## src/padPkg.sv

```systemverilog
//--------------------------------------------------------------------
// Keystream seed format and the round function of the pad pipeline
// Also used by the testbench to rebuild expected pads
//--------------------------------------------------------------------
package padPkg;

    typedef logic [31:0] laneWordT;

    // Everything a lane needs to derive its pad word
    typedef struct packed {
        laneWordT key;
        laneWordT iv;
        // Burst position within the bucket
        logic [7:0] burstIdx;
        logic [7:0] laneIdx;
    } seedT;

    // Odd multiplier, so each round is a bijection before the key XOR
    localparam laneWordT MixMult = 32'h9E3779B1;
    localparam int MixRot = 13;

    //--------------------------------------------------------------------
    // Seed to 32-bit starting state
    //--------------------------------------------------------------------
    function automatic laneWordT seedFold(seedT s);
        return s.key ^ s.iv ^ {s.burstIdx, 8'h00, s.laneIdx, 8'h5A};
    endfunction

    // One mixing round: multiply, rotate left, XOR key
    function automatic laneWordT padRound(laneWordT state, laneWordT key);
        laneWordT prod;
        prod = state * MixMult;
        return {prod[31-MixRot:0], prod[31:32-MixRot]} ^ key;
    endfunction

    // Pad of a lane is padRound applied PadRounds times to seedFold(seed)

endpackage

```

## src/padLane.sv

```systemverilog
//--------------------------------------------------------------------
// One keystream lane: PadRounds registered mixing rounds, data slice
// carried alongside and XORed with the finished pad at the last stage
//--------------------------------------------------------------------
`timescale 1ns/100ps

module padLane #(
    parameter int PadRounds = 3,
    parameter padPkg::laneWordT Key = 32'h1F2E3D4C
) (
    input  logic Clock,
    input  logic rstN,
    input  logic advance,
    input  padPkg::seedT seed,
    input  padPkg::laneWordT dataIn,
    output padPkg::laneWordT dataOut
);
    import padPkg::*;

    // Pad state and matching data word per stage
    laneWordT padStage [PadRounds];
    laneWordT dataStage [PadRounds];

    //--------------------------------------------------------------------
    // Round pipeline
    //--------------------------------------------------------------------
    always_ff @(posedge Clock or negedge rstN) begin
        if (!rstN) begin
            for (int s = 0; s < PadRounds; s++) begin
                padStage[s] <= '0;
                dataStage[s] <= '0;
            end
        end else if (advance) begin
            // First round works straight on the folded seed
            padStage[0] <= padRound(seedFold(seed), Key);
            dataStage[0] <= dataIn;
            for (int s = 1; s < PadRounds; s++) begin
                padStage[s] <= padRound(padStage[s-1], Key);
                dataStage[s] <= dataStage[s-1];
            end
        end
    end

    // Same operation encrypts and decrypts
    assign dataOut = dataStage[PadRounds-1] ^ padStage[PadRounds-1];

endmodule

```

## config.mk

```make
export PLATFORM = sky130hd
export DESIGN_NAME = padLane
export DESIGN_NICKNAME = d
export VERILOG_FILES = /design/src/padPkg.sv /design/src/padLane.sv
export SDC_FILE = /design/constraint.sdc
export NUM_CORES = 2
export LEC_CHECK = 0
export BUFFER_PORTS_ARGS = -buffer_cell sky130_fd_sc_hd__buf_4
export CAP_MARGIN = 40
export CORE_MARGIN = 4
export CORE_UTILIZATION = 57
export DETAILED_ROUTE_END_ITERATION = 16
export PLACE_DENSITY = 0.89
export SYNTH_ARGS = -nofsm -noshare
export SYNTH_HDL_FRONTEND = slang
export SYNTH_SLANG_ARGS = --single-unit
```

## constraint.sdc

```tcl
create_clock -name Clock -period 6.65 [get_ports Clock]
set_input_delay 1.33 -clock Clock [delete_from_list [all_inputs] [get_ports Clock]]
set_output_delay 1.33 -clock Clock [all_outputs]
set_load 0.005 [all_outputs]
```

==> flow_summary.ini <==
[run_status]
status = finished, violations left
violations = negative setup slack

[layout]
stdcell_area_sq_mm = 0.04165
n_antenna_cell = 0
utilization_pct = 70.04
area_growth_pct = 20.77
drive_above_1_share_pct = 24.14
num-nets-final = 5056

[detailed_routing]
drc_errors = 0
wire_per_inst_um = 23.87
viasPerCell = 5.865
drtIter0Drc = 2548
drt_wl_total_mm = 109.1
ant_nets = 0
vias = 26815
drt_pass1_iterations = 9

[floorplan]
rows = 89
coreArea_sq_mm = 0.05946
start_util_pct = 58.00
dieHeight_um = 254.0
pin_count = 147
fp.dieArea_sq_mm = 0.06450
die_w_um = 254.0

[clock_tree]
clk_pin_slew_ps = 80
cts_buffers = 17
cts_tree = yes
clock-sinks = 192
cts_root_buffer = clkbuf_16
cts_hold_buf = 0
clock_latency_ps = 500
ctsLongestPathBuffers = 2
h-tree-depth = 4

[sta]
final_max_slew_viol_count = 0
setup_viol = 28
post-route-period-util_pct = 120.8
max_freq_ghz = 0.1245
worst_clock_skew_ps = 17.27
rsz0062_at_grt = yes
worstMarginPinSlew_ps = 934.5
finalWorstSetupSlack_ps = -1385
slew_headroom_pct = 37.43
finalHoldViolations = 0
finalCriticalPeriod_ps = 8035

[worst_setup_path]
start_kind = primary input
end_kind = register
crit_arrival_ps = 8420
crit_type = primary input to register
timing.rr.end = padStage[44]
rr_worst_depth = 22
rrSetupSlack_ps = -620
timing.rr.start = padStage[76]
crit_path_max_fanout = 5
cp.required_ps = 7030

[grt]
antenna_found_initial = 4
grt_pass1_vias = 29149
grtUsageTotal_pct = 31.43
overflow = 0
grt_pass1_wl_mm = 156.0
grt_max_degree = 95

[place]
gp_congestion = 0.9939
portBuffers = 146
postPlaceCellArea_sq_mm = 0.03932
hpwl_mm = 79.71

[synthesis]
syn_nets = 4566
synth.distinct_cells = 77
synth_xor_area_share_pct = 6.806
synth-adder-area-share_pct = 54.90
synth_edf_count = 0
ys_ff_latch = 192
async_flop_share_pct = 100.0
synth_compound_area_share_pct = 5.555
seq_area_frac_synth_pct = 13.93
syn_area_per_cell_sq_um = 10.46
yosys_warnings = 0
syn_area_sq_mm = 0.03449
synth_simple_gate_area_share_pct = 3.113
synth_mux_area_share_pct = 4.161
synth_top_family_by_area = adder cells
ys.flop_type = dfrtp_1
synthCells = 3296

[worst_hold_path]
hold_depth = 1
min_path_type = register to register
worstHoldStart = dataStage[55]
hold_end = dataStage[55]

[run]
maxCapViolCount = 0
-- cell type report --
type / count / area, sq um
well taps: 773 / 967.2
flip-flops and latches: 192 / 4810
clock buffers: 18 / 439.2
repair buffers: 509 / 4025
fillers: 3617 / 17820
inverters: 1020 / 3840
clock inverters: 14 / 162.7
multi-input cells: 2046 / 27410
-- synth_stat cells (11+ instances only) --
| cell | instances | share of area (%) |
|---|---|---|
| o211ai_1 | 11 | 0.24 |
| inv_1 | 1016 | 11 |
| clkbuf_1 | 33 | 0.36 |
| a21o_1 | 37 | 0.81 |
| o21bai_1 | 12 | 0.26 |
| ha_1 | 558 | 20 |
| o21ai_1 | 14 | 0.20 |
| nor3_1 | 16 | 0.23 |
| a31oi_1 | 13 | 0.24 |
| fa_1 | 597 | 35 |
| nand2_1 | 63 | 0.69 |
| xor2_1 | 67 | 1.7 |
| o21ai_0 | 40 | 0.58 |
| a21oi_1 | 72 | 1.0 |
| dfrtp_1 | 192 | 14 |
| nand3_1 | 21 | 0.30 |
| xnor2_1 | 167 | 4.2 |
| mux2_2 | 119 | 3.9 |
| nor2_1 | 64 | 0.70 |
| a211oi_1 | 18 | 0.39 |
-- critical path, cell delays in order --
cell	delay (ps)
buf_8	100
xnor2_4	210
xor2_4	260
inv_2	100
nand2_4	90
nand2_4	60
ha_4	160
or2_4	230
fa_2	370
inv_2	60
fa_1	420
fa_1	500
inv_1	60
fa_1	520
inv_2	50
fa_1	550
fa_1	590
fa_1	540
inv_2	60
ha_4	260
a21o_1	250
a221oi_4	620
o21ai_2	160
o41ai_2	210
buf_4	180
a21oi_2	70
xnor2_1	140
mux2_4	260
-- how the worst max path moves through the flow --
stage	slack [ps]	depth (start not counted)	start	end
CTS	-700	26	seed[31]	padStage[76]
finish	-1380	28	seed[57]	padStage[76]
detailed placement	-1520	27	seed[25]	padStage[76]
global placement	-1280	27	seed[59]	padStage[76]
floorplan	-1060	27	seed[58]	padStage[76]
global route	-1510	28	seed[57]	padStage[76]
-- stage by stage --
step	setup slack (ps)	hold slack [ps]	cells	TNS, ps
after CTS	-696.8	507.9	4559	-4324
after floorplan	-1059	463.1	3296	-6056
final	-1385	505.4	4572	-13660
after detailed placement	-1515	490.3	4498	-16440
after global placement	-1281	480.9	4497	-13230
after global routing	-1514	520.1	4572	-18150
-- timing repair --
action	4_1_cts	5_1_grt
pin swaps	95	66
endpoints found under the hold margin	0	0
endpoints found under the setup margin	30	38
resized for setup	147	121
setup buffers	30	17
cloned	1	0
-- cells by family (layout without fill, tap and decap cells) --
family / count (synthesis) / in the layout
AO/OA/AOI/OAI: 289 / 289
XOR/XNOR: 247 / 247
adder cells (fa/ha/maj): 1155 / 1155
buffers and inverters: 1058 / 1561
flip-flops: 192 / 192
multiplexers: 128 / 128
AND/OR/NAND/NOR: 227 / 227
-- placed cells by master, fill, tap and decap left out, types with 9 or more instances in the layout --
master,Yosys,layout
a21o_1,37,36
a21oi_1,72,59
a31oi_1,13,12
buf_4,0,475
buf_6,0,25
clkbuf_16,0,17
dfrtp_1,192,188
fa_1,597,580
fa_2,0,17
ha_1,558,520
ha_4,0,34
inv_1,1016,974
inv_2,2,40
mux2_2,119,119
nand2_1,63,49
nand3_1,21,16
nor2_1,64,60
nor3_1,16,14
o211ai_1,11,11
o21a_1,10,9
o21ai_0,40,30
o21ai_1,14,12
o21ai_2,0,9
o21bai_1,12,10
or3_1,10,10
xnor2_1,167,138
xnor2_2,2,18
xnor2_4,3,16
xor2_1,67,59
-- flip-flops by register name (all words and copies together), names as in the netlist --
register and count:
dataStage 96, padStage 96
-- metal layers --
layer	vias up	share of wire (%)	wire length [um]	track usage, %
met4	2	9.0	9796	17.48
met3	712	9.7	10560	6.315
met2	1758	47	51600	53.51
met1	13247	34	37160	37.55
li1	11096	-	-	-
met5	-	0.010	11	0
Power is left out: the tool's default activity adds up to more than one toggle a clock period on the data nets, which glitch-free logic cannot reach.
