===== config.mk =====
export PLATFORM = sky130hd
export DESIGN_NAME = bucketFeeder
export DESIGN_NICKNAME = d
export VERILOG_FILES = /design/src/padPkg.sv /design/src/burstPkg.sv /design/src/bucketFeeder.sv
export SDC_FILE = /design/constraint.sdc
export NUM_CORES = 1
export LEC_CHECK = 0
export BUFFER_PORTS_ARGS = -buffer_cell sky130_fd_sc_hd__buf_2
export CORE_AREA = 2 2 289 291
export CTS_BUF_LIST = sky130_fd_sc_hd__clkbuf_8
export DETAILED_ROUTE_END_ITERATION = 6
export DIE_AREA = 0 0 291 293
export GPL_TIMING_DRIVEN = 0
export MAX_ROUTING_LAYER = met4
export PLACE_DENSITY = 0.38
export SLEW_MARGIN = 40
export SYNTH_ARGS = -nofsm -noshare
export SYNTH_HDL_FRONTEND = slang
export SYNTH_SLANG_ARGS = --single-unit
export TNS_END_PERCENT = 30

===== constraint.sdc =====
create_clock -name Clock -period 2.3 [get_ports Clock]
set_input_delay 0.46 -clock Clock [delete_from_list [all_inputs] [get_ports Clock]]
set_output_delay 0.46 -clock Clock [all_outputs]
set_load 0.05 [all_outputs]

===== src/padPkg.sv =====
//--------------------------------------------------------------------
// Keystream seed format and the round function of the pad pipeline
// Also used by the testbench to rebuild expected pads
//--------------------------------------------------------------------
package padPkg;

    typedef logic [31:0] laneWordT;

    // Everything a lane needs to derive its pad word
    typedef struct packed {
        laneWordT key;
        laneWordT iv;
        // Burst position within the bucket
        logic [7:0] burstIdx;
        logic [7:0] laneIdx;
    } seedT;

    // Odd multiplier, so each round is a bijection before the key XOR
    localparam laneWordT MixMult = 32'h9E3779B1;
    localparam int MixRot = 13;

    //--------------------------------------------------------------------
    // Seed to 32-bit starting state
    //--------------------------------------------------------------------
    function automatic laneWordT seedFold(seedT s);
        return s.key ^ s.iv ^ {s.burstIdx, 8'h00, s.laneIdx, 8'h5A};
    endfunction

    // One mixing round: multiply, rotate left, XOR key
    function automatic laneWordT padRound(laneWordT state, laneWordT key);
        laneWordT prod;
        prod = state * MixMult;
        return {prod[31-MixRot:0], prod[31:32-MixRot]} ^ key;
    endfunction

    // Pad of a lane is padRound applied PadRounds times to seedFold(seed)

endpackage


===== src/burstPkg.sv =====
//--------------------------------------------------------------------
// Burst layout shared by the cipher datapath and its testbench
// Import wherever burst words, header views or pipeline items are used
//--------------------------------------------------------------------
package burstPkg;

    //--------------------------------------------------------------------
    // Widths
    //--------------------------------------------------------------------
    localparam int LaneWidth = 32;
    localparam int MaxLanes = 4;
    localparam int BurstWidth = LaneWidth * MaxLanes;
    // IV sits in the low bits of burst 0 of every bucket
    localparam int IvWidth = 32;

    typedef logic [BurstWidth-1:0] burstT;

    // Two readings of the same burst word
    typedef union packed {
        burstT payload;
        struct packed {
            logic [BurstWidth-IvWidth-1:0] upper;
            logic [IvWidth-1:0] iv;
        } header;
    } burstViewT;

    // Transfer direction of the current path
    typedef enum logic {
        PhaseRead = 1'b0,
        PhaseWrite = 1'b1
    } phaseT;

    //--------------------------------------------------------------------
    // Side information that travels with each burst
    //--------------------------------------------------------------------
    typedef struct packed {
        phaseT phase;
        // First burst of its bucket
        logic header;
        // Clear IV of the bucket this burst belongs to
        logic [IvWidth-1:0] iv;
        logic valid;
    } itemT;

endpackage

===== src/bucketFeeder.sv =====
//--------------------------------------------------------------------
// Front of the cipher pipeline: picks the input source by phase,
// tracks bucket and path position, captures the IV, issues lane seeds
//--------------------------------------------------------------------
`timescale 1ns/100ps

module bucketFeeder #(
    parameter int BucketBursts = 4,
    parameter int PathBuckets = 3,
    parameter int Lanes = 4,
    parameter padPkg::laneWordT Key = 32'h1F2E3D4C
) (
    input  logic Clock,
    input  logic rstN,
    input  burstPkg::burstT memRData,
    input  logic memRValid,
    input  burstPkg::burstT backWData,
    input  logic backWValid,
    output logic backWReady,
    input  logic advance,
    output padPkg::seedT laneSeed [Lanes],
    output padPkg::laneWordT laneData [Lanes],
    output burstPkg::itemT item
);
    import burstPkg::*;
    import padPkg::*;

    localparam int PathBursts = PathBuckets * BucketBursts;
    localparam int BktCntWidth = (BucketBursts > 1) ? $clog2(BucketBursts) : 1;
    localparam int PathCntWidth = (PathBursts > 1) ? $clog2(PathBursts) : 1;

    phaseT phase;
    logic [BktCntWidth-1:0] bktCnt;
    logic [PathCntWidth-1:0] pathCnt;
    logic [IvWidth-1:0] ivReg;
    logic [IvWidth-1:0] ivNow;
    burstViewT inView;
    logic take;
    logic isHeader;
    logic lastInBucket;
    logic lastInPath;

    // Backend may only push while writing and the drain is moving
    assign backWReady = (phase == PhaseWrite) && advance;
    assign take = advance && ((phase == PhaseRead) ? memRValid : backWValid);
    assign inView.payload = (phase == PhaseRead) ? memRData : backWData;

    assign isHeader = (bktCnt == '0);
    // Header burst uses its own IV, the rest of the bucket the captured one
    assign ivNow = isHeader ? inView.header.iv : ivReg;
    assign lastInBucket = (bktCnt == BktCntWidth'(BucketBursts - 1));
    assign lastInPath = (pathCnt == PathCntWidth'(PathBursts - 1));

    //--------------------------------------------------------------------
    // Position counters and direction
    //--------------------------------------------------------------------
    always_ff @(posedge Clock or negedge rstN) begin
        if (!rstN) begin
            phase <= PhaseRead;
            bktCnt <= '0;
            pathCnt <= '0;
        end else if (take) begin
            bktCnt <= lastInBucket ? '0 : bktCnt + 1'b1;
            pathCnt <= lastInPath ? '0 : pathCnt + 1'b1;
            if (lastInPath) begin
                phase <= (phase == PhaseRead) ? PhaseWrite : PhaseRead;
            end
        end
    end

    // IV capture for the remaining bursts of the bucket
    always_ff @(posedge Clock) begin
        if (take && isHeader) begin
            ivReg <= inView.header.iv;
        end
    end

    //--------------------------------------------------------------------
    // Stage register towards lanes and drain
    //--------------------------------------------------------------------
    always_ff @(posedge Clock or negedge rstN) begin
        if (!rstN) begin
            item <= '0;
        end else if (advance) begin
            item.valid <= take;
            item.phase <= phase;
            item.header <= isHeader;
            item.iv <= ivNow;
        end
    end

    always_ff @(posedge Clock) begin
        if (advance) begin
            for (int i = 0; i < Lanes; i++) begin
                laneSeed[i] <= '{key: Key, iv: ivNow, burstIdx: 8'(bktCnt), laneIdx: 8'(i)};
                laneData[i] <= inView.payload[i*LaneWidth +: LaneWidth];
            end
        end
    end

    // Memory only returns bursts while a read path is open
    noReadInWrite: assert property (@(posedge Clock) disable iff (!rstN)
        !(memRValid && (phase == PhaseWrite)))
        else $error("memRValid high during write phase");

endmodule


==> metrics.md <==
| Metric | Value |
|---|---|
| Status | completed |
| # setup viols final | 0 |
| Synth Instances | 771 |
| Syn_area_per_cell | 15.50 um2 |
| Leak | 8.574 nW |
| Fin. Hold Viols | 0 |
| R2R Path Start | bktCnt[0] |
| Synthesis-to-layout area growth | 50.73% |
| Post-synth top area share | 48.74% |
| Worst Hold Path EP | laneData[69] |
| Switching share of total power | 46.21% |
| Fraction of final layout cells sized beyond drive strength 1 | 71.22% |
| Max-Cap Viols | 0 |
| Slew margin rel. | 66.35% |
| WP data arrival | 1.77 ns |
| Hold path start | backWData[37] |
| TritonCTS Buffers | 49 |
| Cells on Worst Hold Path | 2 |
| Post-synthesis async set-or-reset flop share | 17.80% |
| Max Freq | 449.3 MHz |
| Clk slew on worst S/H paths | 0.07 ns |
| Die X | 291 um |
| Die Height | 293 um |
| Area contributors post-synth | edfxtp_1, buf_4, mux2_4 |
| DR pass1 iterations | 4 |
| Sequential share of power | 28.0% |
| Root buffer cell | clkbuf_8 |
| Most frequent cell after synthesis | buf_4 |
| Seq cells post-synth | 236 |
| Final worst slack | 0.07453 ns |
| Ys flop type | edfxtp_1 |
| Post-synth top area cell | edfxtp_1 |
| Largest net degree at the start of global routing | 76 |
| Worst path cell trace | buf_12 -> buf_16 -> buf_12 -> and2_4 -> buf_12 |
| CTS tree | built |
| Critical path buffers and inverters | 4 |
| Crit path time final | 2.225 ns |
| Yosys cell types | 25 |
| WHS | 0.1194 ns |
| Reg2Reg Setup Slack | 0.16 ns |
| Psw | 10.90 mW |
| IR Drop Worst-Case VDD | 531.8 uV |
| PortBufs | 560 |
| Number of I/O pins | 745 |
| Worst EP required | 1.84 ns |
| DRC | 0 |
| Crit path top cell by count | buf_12 |
| Antenna Violating Nets Remaining | 0 |
| Detailed Place HPWL | 31.46 mm |
| Routability cong. | 0.8487 |
| DR vias/cell | 3.035 |
| Worst-path fanout max | 10 |
| Grt ovf | 0 |
| Startpoint type of the worst setup path | flop |
| Std-Cell Core Area | 81,850 um2 |
| Max Slew Vio Count | 0 |
| Post-synth EDFFs | 194 |
| CP max stage delay | 0.39 ns |
| Crit path capture type | primary output |
| First-pass GRT wire length | 56.26 mm |
| Final net count | 1,833 |
| Util after Layout | 22.01% |
| Detailed Route WL | 40.39 mm |
| R2R depth | 6 |
| Iter 0 DRT Violations | 199 |
| Drt wl/cell | 15.07 um |
| Via count of the routed design | 8,137 |
| RSZ-0062 raised after global routing | yes |
| Combinational share of power | 52.0% |
| Synthesized cell area | 11,950 um2 |
| Fill cells | 8,867 |
| Worst Tran Pin Value | 0.5048 ns |
| Antenna violations before repair | 5 |
| Int Power | 12.69 mW |
| Sequential area share after synthesis | 57.54% |
| Cell Rows | 105 |
| Hold Path Class | in -> reg |
| Top Family by Delay on Critical Path | buffers and inverters |
| Effective utilization at floorplan | 14.60% |
| CTS Sinks | 236 |
| Full die area | 85,260 um2 |
| Critical setup path kind | reg -> out |
| H-Tree Depth | 2 |
| Place WS | -0.9390 ns |
| Top cells by count, synth | buf_4, edfxtp_1, mux2_2 |
| All-Layer GR Usage | 9.279% |
| Clk_skew | 0.04015 ns |
| Instance count on the critical path | 5 |
| Tcrit/Tclk final | 96.76% |
| Reg2reg end | item[11] |
| Worst skew pair latency | 0.63 ns |
| Clk network pwr share | 20.1% |
| Synthesis Warnings | 0 |
| Crit-path slowest cell | dfrtp_1 |
| Pwr dens | 1309 nW/um2 |
| Vias in the first global route | 8,339 |
| Clock Path Buffers | 3 |
[final cells by class]
type | count | area (um2) | area share [%]
sequential | 236 | 6877 | 38.17
multi-input combinational | 405 | 3436 | 19.07
timing repair buffer | 568 | 2970 | 16.49
buffer | 307 | 2355 | 13.07
tap | 1070 | 1339 | 7.432
clock buffer | 54 | 743.2 | 4.126
clock inverter | 37 | 282.8 | 1.570
inverter | 2 | 7.507 | 0.04167
antenna | 2 | 5.005 | 0.02778
[per-stage QoR]
step | power (mW) | setup TNS [ns] | std cells | cell area (um2)
6_report | 23.58 | 0 | 2681 | 18010
5_1_grt | 24.76 | -0.03823 | 2681 | 18010
4_1_cts | 24.12 | -0.03849 | 2679 | 18010
3_5_place_dp | 19.01 | -32.00 | 2587 | 16890
3_3_place_gp | 18.95 | -553.59 | 2583 | 16780
2_1_floorplan | 16.01 | 0 | 953 | 12630
[cell families (layout without fill, tap and decap cells)]
group,count (synthesis),after routing,synth area share [%]
multiplexers,199,199,21.64
AND/OR/NAND/NOR,13,13,0.6072
flip-flops,236,236,57.54
XOR/XNOR,1,1,0.07330
adder cells (fa/ha/maj),3,3,0.3141
AO/OA/AOI/OAI,5,5,0.2722
buffers and inverters,312,968,19.49
other,2,186,0.06284
[sequential cells by signal, indices dropped and copies added (netlist names)]
register  cells
phase         1
bktCnt        2
ivReg        32
laneData    128
pathCnt       4
laneSeed     34
item         35
[power groups by stage]
| stage | registers [mW] | logic, mW | clock network (mW) |
|---|---|---|---|
| 6_report | 6.60 | 12.3 | 4.73 |
| 5_1_grt | 6.75 | 12.9 | 5.14 |
| 4_1_cts | 6.64 | 12.5 | 4.99 |
| 3_5_place_dp | 6.69 | 12.3 | 0 |
| 3_3_place_gp | 6.69 | 12.3 | 0 |
| 2_1_floorplan | 9.64 | 6.37 | 0 |
[worst register-to-register path, stage by stage (launching register included)]
cell     delay [ns]
dfrtp_1        0.46
inv_1          0.11
ha_1           0.14
buf_2          0.26
buf_2          0.42
mux2_4         0.37
mux2_4         0.26
[cells in the final DEF (no fill, tap or decap), drive strengths merged]
master and instances:
a221o 1, and3 1, conb 184, ha 3, o211ai 1, and4b 1, a21oi 1, xnor2 1
diode 2, nand2 1, dlygate4sd3 1, clkinvlp 3, buf 873, clkbuf 55, inv 19, nor2 3
and2 2, nand3 4, bufinv 4, o21ai 2, clkinv 13, edfxtp 194, dfrtp 42, and3b 1
mux2 199
[how the worst max path moves through the flow]
| stage | startpoint | to | slack [ns] |
|---|---|---|---|
| 3_3_place_gp | advance | ivReg[11] | -4.89 |
| 4_1_cts | phase | backWReady | -0.04 |
| 5_1_grt | phase | backWReady | -0.04 |
| 3_5_place_dp | advance | ivReg[11] | -0.94 |
| 6_report | phase | backWReady | 0.07 |
| 2_1_floorplan | bktCnt[0] | ivReg[0] | 0.006 |
[metal layers]
metal	vias to the layer above	wire length, um	share of wire [%]	GRT usage [%]
met5	-	0	0	-
met4	0	1060	2.6	2.843
met2	463	21240	53	16.87
met1	3728	14400	36	9.116
met3	72	3688	9.1	3.555
li1	3874	-	-	-
[timing repair]
item / in CTS / in global routing
gates resized for setup: 16 / 1
pin swaps: 1 / 0
endpoints found under the setup margin: 23 / 11
endpoints found under the hold margin: 19 / 0
hold buffers: 1 / 0
buffers inserted: 3 / 0
Note: power is estimated with default switching activity, not from simulation.
