<file path="src/padPkg.sv">
//--------------------------------------------------------------------
// Keystream seed format and the round function of the pad pipeline
// Also used by the testbench to rebuild expected pads
//--------------------------------------------------------------------
package padPkg;

    typedef logic [31:0] laneWordT;

    // Everything a lane needs to derive its pad word
    typedef struct packed {
        laneWordT key;
        laneWordT iv;
        // Burst position within the bucket
        logic [7:0] burstIdx;
        logic [7:0] laneIdx;
    } seedT;

    // Odd multiplier, so each round is a bijection before the key XOR
    localparam laneWordT MixMult = 32'h9E3779B1;
    localparam int MixRot = 13;

    //--------------------------------------------------------------------
    // Seed to 32-bit starting state
    //--------------------------------------------------------------------
    function automatic laneWordT seedFold(seedT s);
        return s.key ^ s.iv ^ {s.burstIdx, 8'h00, s.laneIdx, 8'h5A};
    endfunction

    // One mixing round: multiply, rotate left, XOR key
    function automatic laneWordT padRound(laneWordT state, laneWordT key);
        laneWordT prod;
        prod = state * MixMult;
        return {prod[31-MixRot:0], prod[31:32-MixRot]} ^ key;
    endfunction

    // Pad of a lane is padRound applied PadRounds times to seedFold(seed)

endpackage

</file>
<file path="src/burstPkg.sv">
//--------------------------------------------------------------------
// Burst layout shared by the cipher datapath and its testbench
// Import wherever burst words, header views or pipeline items are used
//--------------------------------------------------------------------
package burstPkg;

    //--------------------------------------------------------------------
    // Widths
    //--------------------------------------------------------------------
    localparam int LaneWidth = 32;
    localparam int MaxLanes = 4;
    localparam int BurstWidth = LaneWidth * MaxLanes;
    // IV sits in the low bits of burst 0 of every bucket
    localparam int IvWidth = 32;

    typedef logic [BurstWidth-1:0] burstT;

    // Two readings of the same burst word
    typedef union packed {
        burstT payload;
        struct packed {
            logic [BurstWidth-IvWidth-1:0] upper;
            logic [IvWidth-1:0] iv;
        } header;
    } burstViewT;

    // Transfer direction of the current path
    typedef enum logic {
        PhaseRead = 1'b0,
        PhaseWrite = 1'b1
    } phaseT;

    //--------------------------------------------------------------------
    // Side information that travels with each burst
    //--------------------------------------------------------------------
    typedef struct packed {
        phaseT phase;
        // First burst of its bucket
        logic header;
        // Clear IV of the bucket this burst belongs to
        logic [IvWidth-1:0] iv;
        logic valid;
    } itemT;

endpackage
</file>
<file path="src/burstDrain.sv">
//--------------------------------------------------------------------
// Back of the cipher pipeline: rebuilds bursts from lane words, puts
// the clear IV back into headers, routes by phase, drives advance
//--------------------------------------------------------------------
`timescale 1ns/100ps

module burstDrain #(
    parameter int PadRounds = 3,
    parameter int Lanes = 4
) (
    input  logic Clock,
    input  logic rstN,
    input  padPkg::laneWordT laneOut [Lanes],
    input  burstPkg::itemT item,
    output burstPkg::burstT memWData,
    output logic memWValid,
    input  logic memWReady,
    output burstPkg::burstT backRData,
    output logic backRValid,
    output logic advance
);
    import burstPkg::*;

    // Item delay line, one stage per lane round
    itemT itemPipe [PadRounds];
    itemT outItem;
    burstViewT outView;
    logic writeOut;
    logic readOut;

    always_ff @(posedge Clock or negedge rstN) begin
        if (!rstN) begin
            for (int s = 0; s < PadRounds; s++) begin
                itemPipe[s] <= '0;
            end
        end else if (advance) begin
            itemPipe[0] <= item;
            for (int s = 1; s < PadRounds; s++) begin
                itemPipe[s] <= itemPipe[s-1];
            end
        end
    end

    assign outItem = itemPipe[PadRounds-1];

    //--------------------------------------------------------------------
    // Reassembly
    //--------------------------------------------------------------------
    always_comb begin
        // Lanes above Lanes carry no data
        outView.payload = '0;
        for (int i = 0; i < Lanes; i++) begin
            outView.payload[i*LaneWidth +: LaneWidth] = laneOut[i];
        end
        // IV bits of a header were never meant to be ciphered
        if (outItem.header) begin
            outView.header.iv = outItem.iv;
        end
    end

    //--------------------------------------------------------------------
    // Routing and back-pressure
    //--------------------------------------------------------------------
    assign writeOut = outItem.valid && (outItem.phase == PhaseWrite);
    assign readOut = outItem.valid && (outItem.phase == PhaseRead);

    // Only a write burst waiting on the controller can stall; reads never do
    assign advance = !(writeOut && !memWReady);

    assign memWData = outView.payload;
    assign memWValid = writeOut;
    assign backRData = outView.payload;
    assign backRValid = readOut;

    // Frozen pipeline must present the same burst until memory takes it
    stallHold: assert property (@(posedge Clock) disable iff (!rstN)
        (memWValid && !memWReady) |=> (memWValid && $stable(memWData)))
        else $error("memWData changed while stalled");

endmodule

</file>
<file path="config.mk">
export PLATFORM = sky130hd
export DESIGN_NAME = burstDrain
export DESIGN_NICKNAME = d
export VERILOG_FILES = /design/src/padPkg.sv /design/src/burstPkg.sv /design/src/burstDrain.sv
export SDC_FILE = /design/constraint.sdc
export NUM_CORES = 1
export LEC_CHECK = 0
export BUFFER_PORTS_ARGS = -buffer_cell sky130_fd_sc_hd__buf_2
export CAP_MARGIN = 20
export CORE_AREA = 2 2 163 165
export CTS_BUF_LIST = sky130_fd_sc_hd__clkbuf_4
export DETAILED_ROUTE_END_ITERATION = 10
export DIE_AREA = 0 0 165 167
export PLACE_DENSITY_LB_ADDON = 0.3
export REMOVE_ABC_BUFFERS = 1
export SLEW_MARGIN = 20
export SYNTH_ARGS = -nofsm -noshare
export SYNTH_HDL_FRONTEND = slang
export SYNTH_SLANG_ARGS = --single-unit
</file>
<file path="constraint.sdc">
create_clock -name Clock -period 2.25 [get_ports Clock]
set_input_delay 0.1125 -clock Clock [delete_from_list [all_inputs] [get_ports Clock]]
set_output_delay 0.1125 -clock Clock [all_outputs]
set_load 0.02 [all_outputs]
</file>
==> results of run 1 <==
==> power groups by stage <==
stage	Sequential (uW)	Clock (uW)	Combinational, uW
detailed placement	3100	0	3630
global route	3160	1030	3900
floorplan	2940	0	2530
finish	3050	893	3640
global placement	3070	0	3610
CTS	3070	953	3690
==> layer usage <==
layer  global-route usage [%]  vias to the layer above  share of wire (%)
li1                         -                     1269                  -
met1                    13.95                     1581                 20
met2                    40.69                      497                 47
met3                    30.24                       69                 26
met4                    12.78                        8                6.8
met5                    9.636                        -               0.99
==> metrics by stage <==
step	utilization, %	area [um2]	power (uW)	hold WS (ns)
6_report	23.34	6012	7584	0.1824
5_1_grt	23.34	6012	8084	0.1607
4_1_cts	23.33	6010	7713	0.1534
3_5_place_dp	21.47	5530	6736	-0.02579
3_3_place_gp	21.47	5530	6675	-0.02772
2_1_floorplan	-	4332	5467	-0.1831
==> repair_timing <==
| item | 4_1_cts | 5_1_grt |
|---|---|---|
| setup endpoints to repair | 0 | 2 |
| gates resized for setup | 0 | 1 |
| hold buffers | 37 | 0 |
| endpoints found under the hold margin | 140 | 0 |
==> kinds of logic (layout without fill, tap and decap cells) <==
logic type             Yosys count  count (layout)  synth area share (%)
DFF                            105             105                 42.94
and+or+nand+nor                  5               5                0.7363
muxes                          135             135                 27.12
buffers and inverters          239             194                 29.20
==> cells in the final DEF, fill, tap and decap left out, drive strengths merged <==
cell type,instances
dlygate4sd3,37
clkinvlp,1
clkbuf,10
mux2,135
nand3b,1
nor2b,1
dfrtp,105
and2,1
clkinv,4
nand2b,2
buf,142
==> area by class of cell <==
class	count	area (um2)
clock buffers	10	75.07
clock inverters	5	33.78
fillers	2732	19750
multi-input cells	140	1704
flip-flops and latches	105	2631
well taps	335	419.2
repair buffers	179	1149
==> path summary, 6_finish.rpt <==
kind                                          start                  endpoint  slack [ns]  cells past startpoint
max in group asynchronous                      rstN  itemPipe[73]$_DFFE_PN0N_        1.14                      3
min reg2reg                itemPipe[35]$_DFFE_PN0N_   itemPipe[0]$_DFFE_PN0N_        0.48                      1
max reg2reg                itemPipe[34]$_DFFE_PN0N_  itemPipe[99]$_DFFE_PN0N_        0.62                      3
max                        itemPipe[33]$_DFFE_PN0N_              backRData[8]        0.22                      3
min in group Clock                      laneOut[77]              memWData[45]        0.23                      0
min                                            rstN  itemPipe[71]$_DFFE_PN0N_        0.18                      3
==> worst max-delay path, stage by stage, from the launching register on <==
cell	delay, ns
dfrtp_4	0.65
buf_12	0.21
mux2_2	0.36
buf_2	0.20
==> impl_metrics.csv, run 1 <==
group,metric,value,unit
clock_network,root_buffer,"clkbuf_4",
synthesis,syn_area,0.006118,mm2
synthesis,yosys-top-cells-count,"buf_4 (224), dfrtp_1 (105), mux2_2 (98)",
placed_design,dp_cells,722,
sta,max_freq,493.3,MHz
pwr,p_sw_share,39.71,%
synthesis,syn_inst,484,
layout,reg_top3,"itemPipe: 105 flops",
sta,hold_violations,0,
clock_network,cts_setup_buffers,0,
pwr,ir_worst_vdd,537.8,uV
clock_network,cts-htree-levels,3,
synthesis,synth_top_cell_by_area,"dfrtp_1",
clock_network,clk_latency,0.48,ns
route,wirelength,34460,um
route,drtIter0Drc,206,
layout,synthToLayoutAreaGrowth,-1.738,%
floorplan,die_w,165,um
pwr,p_seq_share,40.3,%
global_routing,gr-total-overflow,0,
route,dr_total_vias,3424,
synthesis,yosysMostFrequentCell,"buf_4",
worst_setup_path,crit_arrival,1.91,ns
layout,diodes,0,
sta,setup_tns,0,ns
route,ant_nets,0,
pwr,power_density,1261,mW/mm2
layout,nets,601,
placed_design,gp_congestion,0.8357,
sta,fin_skew,0.02398,ns
synthesis,ys_types,11,
pwr,clockPowerShare,11.8,%
worst_setup_path,critPathKind,"flop to output pin",
floorplan,fp-row-count,59,
synthesis,synthFlopType,"dfrtp_1",
clock_network,cts_tree,"yes",
worst_setup_path,start_kind,"flop",
outcome,outcome,"complete, no violations",
sta,fin_crit_sh,90.10,%
floorplan,start_util,23.75,%
sta,tightest_slew,0.5512,ns
synthesis,yosysWarnings,0,
floorplan,io-pin-count,425,
global_routing,grt_pass1_vias,3435,
layout,drive_gt1_share,66.74,%
global_routing,antenna_found_initial,0,
worst_setup_path,crit_path_end_kind,"output pin",
route,drc,0,
sta,relSlewSlack,63.13,%
global_routing,grt_usage,24.78,%
synthesis,async_flop_share,100.0,%
sta,rsz0062_at_grt,"false",
pwr,internal-power,4572,uW
pwr,p_leak,0.002785,uW
floorplan,coreArea,0.02576,mm2
placed_design,dpl_worst_slack,0.6217,ns
clock_network,clkSinkCount,105,
layout,final_cells,774,
synthesis,synth_edf_count,0,
placed_design,portBuffers,136,
layout,largest_reg_flops,105,
sta,period_minus_slack,2.027,ns
global_routing,grt_max_degree,55,
worst_setup_path,cp_max_fo,18,
sta,setup-violations-final,0,
route,wl_per_cell,44.53,um
placed_design,dp.final_hpwl,29940,um
synthesis,synth.avg_cell_area,12.64,um2
synthesis,ys_ff_latch,105,
synthesis,synth_top_area_share,42.94,%
layout,top_register,"itemPipe",
pwr,power.switching,3012,uW
sta,drv_slew,0,
clock_network,clkSlewWorstSetupHoldPaths,0.18,ns
flow_run,max_cap_viol_count,0,
route,first_pass_iters,4,
synthesis,synth_area_leaders,"dfrtp_1 (43%), buf_4 (27%), mux2_2 (18%)",
route,viasPerCell,4.424,
synthesis,seq_area_frac_synth,42.94,%
worst_setup_path,cp.required,2.14,ns
clock_network,clockBufferDepth,2,
global_routing,grt_pass1_wl,41590,um
floorplan,dieArea,0.02756,mm2
sta,fin_ws,0.2228,ns
clock_network,cts-buffers-inserted,9,
min_path,min_path_type,"primary input to async pin",
floorplan,fp.dieH,167,um
pwr,comb_power_share,48.0,%
(Power assumes the default switching activity.)
==> run 2: changes to the inputs <==
SETUP_SLACK_MARGIN = 0.5   (was unset)
==> run 2 against run 1 <==
Net effect: sequential power shrank 1%; maximum frequency grew 10%; highest routed layer unchanged; worst hold slack gained 0.0026 ns; die area is the same; combinational power grew 12%; setup slack gained 0.19 ns; global-route usage grew 0.15 points; flip-flop and latch count is the same; clock skew grew 0.00062 ns; critical endpoint unchanged; sequential share of layout area shrank 1.4 points; first-iteration DRC count shrank 3.9%; largest cell class unchanged.
==> impl_metrics.csv, run 2 (synthesis results as in run 1) <==
group,metric,value,unit
sta,hold_violations,0,
floorplan,die_w,165,um
layout,final_common_cell,"buf_2",
sta,setup-violations-final,0,
layout,synthToLayoutAreaGrowth,1.391,%
clock_network,cts-htree-levels,3,
global_routing,gr-total-overflow,0,
sta,drv_slew,0,
route,drc,0,
worst_setup_path,cp_max_fo,18,
global_routing,grt_pass1_wl,41830,um
worst_setup_path,critPathKind,"flop to output pin",
pwr,p_sw_share,38.87,%
global_routing,grt_max_degree,55,
worst_setup_path,endpoint,"backRData[8]",
route,first_pass_iters,4,
clock_network,cts-buffers-inserted,9,
placed_design,dpl_worst_slack,0.6217,ns
route,wirelength,34740,um
worst_setup_path,r2r-start,"itemPipe[34]$_DFFE_PN0N_",
sta,max_freq,544.8,MHz
layout,diodes,0,
global_routing,grt_usage,24.93,%
layout,final_cell_mix,"buf_2 (121), dfrtp_1 (104), mux2_2 (91)",
floorplan,coreArea,0.02576,mm2
sta,fin_skew,0.02459,ns
worst_setup_path,crit_arrival,1.72,ns
outcome,outcome,"complete, no violations",
layout,top_register,"itemPipe",
sta,rsz0062_at_grt,"true",
sta,tightest_slew,0.5513,ns
pwr,p_seq_share,37.8,%
clock_network,clkSlewWorstSetupHoldPaths,0.18,ns
pwr,internal-power,4868,uW
placed_design,gp_congestion,0.8357,
pwr,power_density,1284,mW/mm2
clock_network,cts_tree,"yes",
floorplan,dieArea,0.02756,mm2
placed_design,dp.final_hpwl,29940,um
global_routing,antenna_found_initial,0,
floorplan,fp-row-count,59,
sta,fin_crit_sh,81.58,%
sta,setup_tns,0,ns
flow_run,max_cap_viol_count,0,
route,ant_nets,0,
sta,fin_ws,0.4143,ns
worst_setup_path,start_kind,"flop",
min_path,min_path_type,"primary input to async pin",
global_routing,grt_pass1_vias,3473,
layout,drive_gt1_share,67.26,%
pwr,comb_power_share,51.0,%
clock_network,root_buffer,"clkbuf_4",
route,wl_per_cell,44.48,um
route,viasPerCell,4.375,
placed_design,portBuffers,136,
route,drtIter0Drc,198,
pwr,clockPowerShare,11.2,%
worst_setup_path,r2r-end,"itemPipe[27]$_DFFE_PN0N_",
floorplan,fp.dieH,167,um
clock_network,clkSinkCount,105,
floorplan,io-pin-count,425,
layout,nets,608,
floorplan,start_util,23.75,%
pwr,p_leak,0.002887,uW
worst_setup_path,rrSetupSlack,0.70,ns
sta,relSlewSlack,63.12,%
clock_network,clk_latency,0.48,ns
clock_network,clockBufferDepth,2,
layout,largest_reg_flops,105,
pwr,power.switching,3095,uW
worst_setup_path,crit_path_end_kind,"output pin",
pwr,ir_worst_vdd,537.6,uV
route,dr_total_vias,3417,
worst_setup_path,worstSetupStartpoint,"itemPipe[33]$_DFFE_PN0N_",
sta,period_minus_slack,1.836,ns
worst_setup_path,rr_worst_depth,4,
layout,reg_top3,"itemPipe: 105 flops",
worst_setup_path,cp.required,2.14,ns
[run 2: cell count changes in the layout (fill, tap and decap cells not counted), sizes merged]
cell  change
buf       +7
[run 2: worst min-delay path by stage]
stage | start | end | slack, ns | depth (start not counted)
3_5_place_dp | rstN | itemPipe[27]$_DFFE_PN0N_ | -0.03 | 1
6_report | rstN | itemPipe[71]$_DFFE_PN0N_ | 0.19 | 3
4_1_cts | rstN | itemPipe[71]$_DFFE_PN0N_ | 0.15 | 3
3_3_place_gp | rstN | itemPipe[97]$_DFFE_PN0N_ | -0.03 | 1
5_1_grt | rstN | itemPipe[5]$_DFFE_PN0N_ | 0.16 | 3
2_1_floorplan | rstN | itemPipe[0]$_DFFE_PN0N_ | -0.18 | 0
[run 2: metal layers]
metal | track usage, % | vias up | wire, um
met4 | 13.80 | 8 | 2199
met3 | 30.11 | 68 | 8588
li1 | - | 1287 | -
met5 | 10.55 | - | 349
met2 | 40.24 | 469 | 16270
met1 | 14.35 | 1585 | 7335
[run 2: layout make-up]
class / instances / area, um2
sequential: 105 / 2631
timing repair buffer: 186 / 1314
clock buffer: 10 / 75.07
clock inverter: 5 / 33.78
multi-input combinational: 140 / 1730
tap: 335 / 419.2
fill: 2719 / 19560
[run 2: power by group through the flow]
stage / sequential [uW] / clock [uW] / combinational [uW]
after global routing: 3110 / 1030 / 4330
after detailed placement: 3100 / 0 / 3630
after floorplan: 2940 / 0 / 2530
final: 3010 / 890 / 4070
after CTS: 3020 / 953 / 4120
after global placement: 3070 / 0 / 3610
[run 2: metrics by stage]
stage	hold slack (ns)	cells	utilization, %	total power [uW]	cell area, um2
floorplan	-0.1831	245	-	5467	4332
global placement	-0.02772	722	21.47	6675	5530
finish	0.1850	781	24.08	7964	6203
global route	0.1607	781	24.08	8465	6203
CTS	0.1534	781	24.08	8091	6203
detailed placement	-0.02579	722	21.47	6736	5530
[run 2: critical path, cell delays in order, from the launching register on]
cell and delay, ns:
dfrtp_4 0.50, buf_12 0.18, mux2_2 0.36, buf_2 0.21
[run 2: timing repair]
item / in CTS / in global routing
resized for setup: 36 / 0
setup buffers: 7 / 0
pin swaps: 1 / 0
hold buffers: 37 / 0
endpoints found under the setup margin: 65 / 64
hold endpoints to repair: 140 / 0
==> run 3: changes to the inputs <==
ABC_AREA = 1   (was unset)
CORE_AREA = 2 2 166 168   (was 2 2 163 165)
DIE_AREA = 0 0 168 170   (was 0 0 165 167)
clock period = 1.9 ns   (was 2.25 ns; I/O delays follow)
==> run 3 against run 2 <==
Net effect: sequential power grew 27%; power up 70%; clock power increased by 55%; critical path depth increased by 2; clock-buffer cell count is 1 lower; non-clock buffer count up 49; routed wire length grew 29%; setup slack got worse by 0.29 ns; flip-flop and latch count unchanged; largest power group unchanged; highest routed layer unchanged.
==> impl_metrics.csv, run 3 <==
group,metric,value,unit
outcome,outcome,"complete, no violations",
synthesis,ys_types,13,
sta,rsz0062_at_grt,"true",
route,first_pass_iters,5,
placed_design,dp.final_hpwl,32340,um
synthesis,seq_area_frac_synth,40.69,%
layout,drive_gt1_share,41.79,%
placed_design,gp_congestion,0.8541,
global_routing,grt_pass1_vias,4967,
synthesis,syn_area,0.006457,mm2
layout,final_common_cell,"nand2_1",
synthesis,synth_top_area_share,40.69,%
synthesis,ys_ff_latch,105,
worst_setup_path,cp.required,1.80,ns
floorplan,fp-row-count,60,
sta,period_minus_slack,1.776,ns
worst_setup_path,crit_arrival,1.68,ns
synthesis,async_flop_share,100.0,%
route,drc,0,
route,dr_total_vias,5508,
floorplan,start_util,24.23,%
route,drtIter0Drc,482,
sta,drv_slew,0,
sta,fin_skew,0.009964,ns
route,ant_nets,0,
layout,top_register,"itemPipe",
synthesis,syn_inst,797,
route,wl_per_cell,40.10,um
floorplan,io-pin-count,425,
layout,synthToLayoutAreaGrowth,23.02,%
worst_setup_path,r2r-start,"itemPipe[34]$_DFFE_PN0N_",
sta,fin_crit_sh,93.46,%
global_routing,antenna_found_initial,0,
floorplan,coreArea,0.02665,mm2
layout,final_cell_mix,"nand2_1 (171), nand4_1 (103), dfrtp_1 (102)",
route,wirelength,44670,um
route,viasPerCell,4.944,
synthesis,synthFlopType,"dfrtp_1",
global_routing,grt_max_degree,104,
pwr,ir_worst_vdd,569.8,uV
worst_setup_path,crit_path_end_kind,"output pin",
worst_setup_path,r2r-end,"itemPipe[16]$_DFFE_PN0N_",
clock_network,root_buffer,"clkbuf_4",
synthesis,yosys-top-cells-count,"nand2_1 (241), buf_4 (229), dfrtp_1 (105)",
floorplan,die_w,168,um
worst_setup_path,rr_worst_depth,9,
placed_design,portBuffers,136,
clock_network,clk_latency,0.50,ns
pwr,p_leak,0.003959,uW
layout,nets,934,
synthesis,yosysWarnings,0,
layout,largest_reg_flops,105,
synthesis,synth_area_leaders,"dfrtp_1 (41%), buf_4 (27%), nand2_1 (14%)",
placed_design,dp_cells,1011,
clock_network,clkSlewWorstSetupHoldPaths,0.17,ns
synthesis,synth.avg_cell_area,8.102,um2
sta,hold_violations,0,
layout,reg_top3,"itemPipe: 105 flops",
sta,fin_ws,0.1243,ns
worst_setup_path,worstSetupStartpoint,"itemPipe[33]$_DFFE_PN0N_",
worst_setup_path,start_kind,"flop",
floorplan,fp.dieH,170,um
clock_network,clockBufferDepth,2,
layout,n_fill_cell,2874,
pwr,power_density,1706,mW/mm2
worst_setup_path,critPathKind,"flop to output pin",
clock_network,cts_tree,"yes",
placed_design,dpl_worst_slack,0.3846,ns
worst_setup_path,rrSetupSlack,0.42,ns
sta,max_freq,563.2,MHz
clock_network,clkSinkCount,105,
global_routing,grt_usage,29.37,%
global_routing,gr-total-overflow,0,
flow_run,max_cap_viol_count,0,
floorplan,dieArea,0.02856,mm2
clock_network,cts-htree-levels,3,
layout,diodes,0,
synthesis,synth_top_cell_by_area,"dfrtp_1",
sta,setup-violations-final,0,
sta,tightest_slew,0.5659,ns
min_path,min_path_type,"primary input to async pin",
sta,relSlewSlack,62.27,%
worst_setup_path,cp_max_fo,7,
worst_setup_path,endpoint,"backRData[3]",
synthesis,synth_edf_count,0,
clock_network,cts-buffers-inserted,9,
synthesis,yosysMostFrequentCell,"nand2_1",
layout,final_cells,1114,
global_routing,grt_pass1_wl,53860,um
## run 3: cell count changes in the layout (fill, tap and decap cells not counted), sizes merged, moves of 8 or more
| cell | change |
|---|---|
| buf | +38 |
| clkbuf | +8 |
| inv | +37 |
| mux2 | -135 |
| nand2 | +241 |
| nand4 | +103 |
| o21ai | +32 |
## run 3: cell type report
class                   count  area [um2]  share of cell area, %
well taps                 341       426.7                  5.371
multi-input cells         380        2226                  28.02
clock buffers               9       67.56                 0.8505
flip-flops and latches    105        2639                  33.22
inverters                  37       153.9                  1.937
repair buffers            235        2337                  29.42
clock inverters             7       93.84                  1.181
## run 3: worst max-delay path, cell delays in order (launching register included)
cell and delay, ns:
dfrtp_4 0.59, buf_8 0.17, buf_6 0.14, nand2_4 0.06
o21ai_4 0.08, buf_6 0.14
## run 3: per-layer routing
metal	vias to the layer above	global-route usage, %	wire [um]
met4	14	15.12	2544
met2	573	47.86	20940
li1	2314	-	-
met5	-	12.00	419
met1	2531	22.04	11860
met3	76	28.30	8906
## run 3: per-stage QoR
step	setup TNS (ns)	power (uW)	hold slack [ns]	util (%)	area, um2
after floorplan	-239.58	6433	-0.2006	-	4489
after global placement	0	8509	0.08448	21.85	5823
after detailed placement	0	8543	0.08331	21.85	5823
after CTS	0	12100	0.02326	26.67	7108
after global routing	0	14340	0.05689	29.81	7944
final	0	13550	0.07455	29.81	7944
## run 3: repair_timing
item | 4_1_cts | 5_1_grt
cloned | 8 | 16
endpoints found under the hold margin | 140 | 4
pin swaps | 3 | 4
setup endpoints to repair | 67 | 170
buffers inserted | 20 | 6
hold buffers | 36 | 1
gates resized for setup | 150 | 149
## run 3: cells by family after synthesis
group | after synthesis | share of synthesized area, %
buffers and inverters | 314 | 32.63
flip-flops | 105 | 40.69
AND/OR/NAND/NOR | 346 | 24.20
AO/OA/AOI/OAI | 32 | 2.480
## run 3: where the power goes
group | switching [uW] | internal [uW]
combinational | 4660 | 3700
clock | 844 | 537
sequential | 660 | 3150
total | 6160 | 7390
## run 3: worst min path at each step
stage          start                        to  slack, ns  cells after the start
6_report        rstN  itemPipe[81]$_DFFE_PN0N_       0.07                      2
5_1_grt         rstN  itemPipe[81]$_DFFE_PN0N_       0.06                      2
4_1_cts         rstN  itemPipe[81]$_DFFE_PN0N_       0.02                      2
3_5_place_dp    rstN  itemPipe[35]$_DFFE_PN0N_       0.08                      1
3_3_place_gp    rstN  itemPipe[35]$_DFFE_PN0N_       0.08                      1
2_1_floorplan   rstN   itemPipe[0]$_DFFE_PN0N_      -0.20                      0
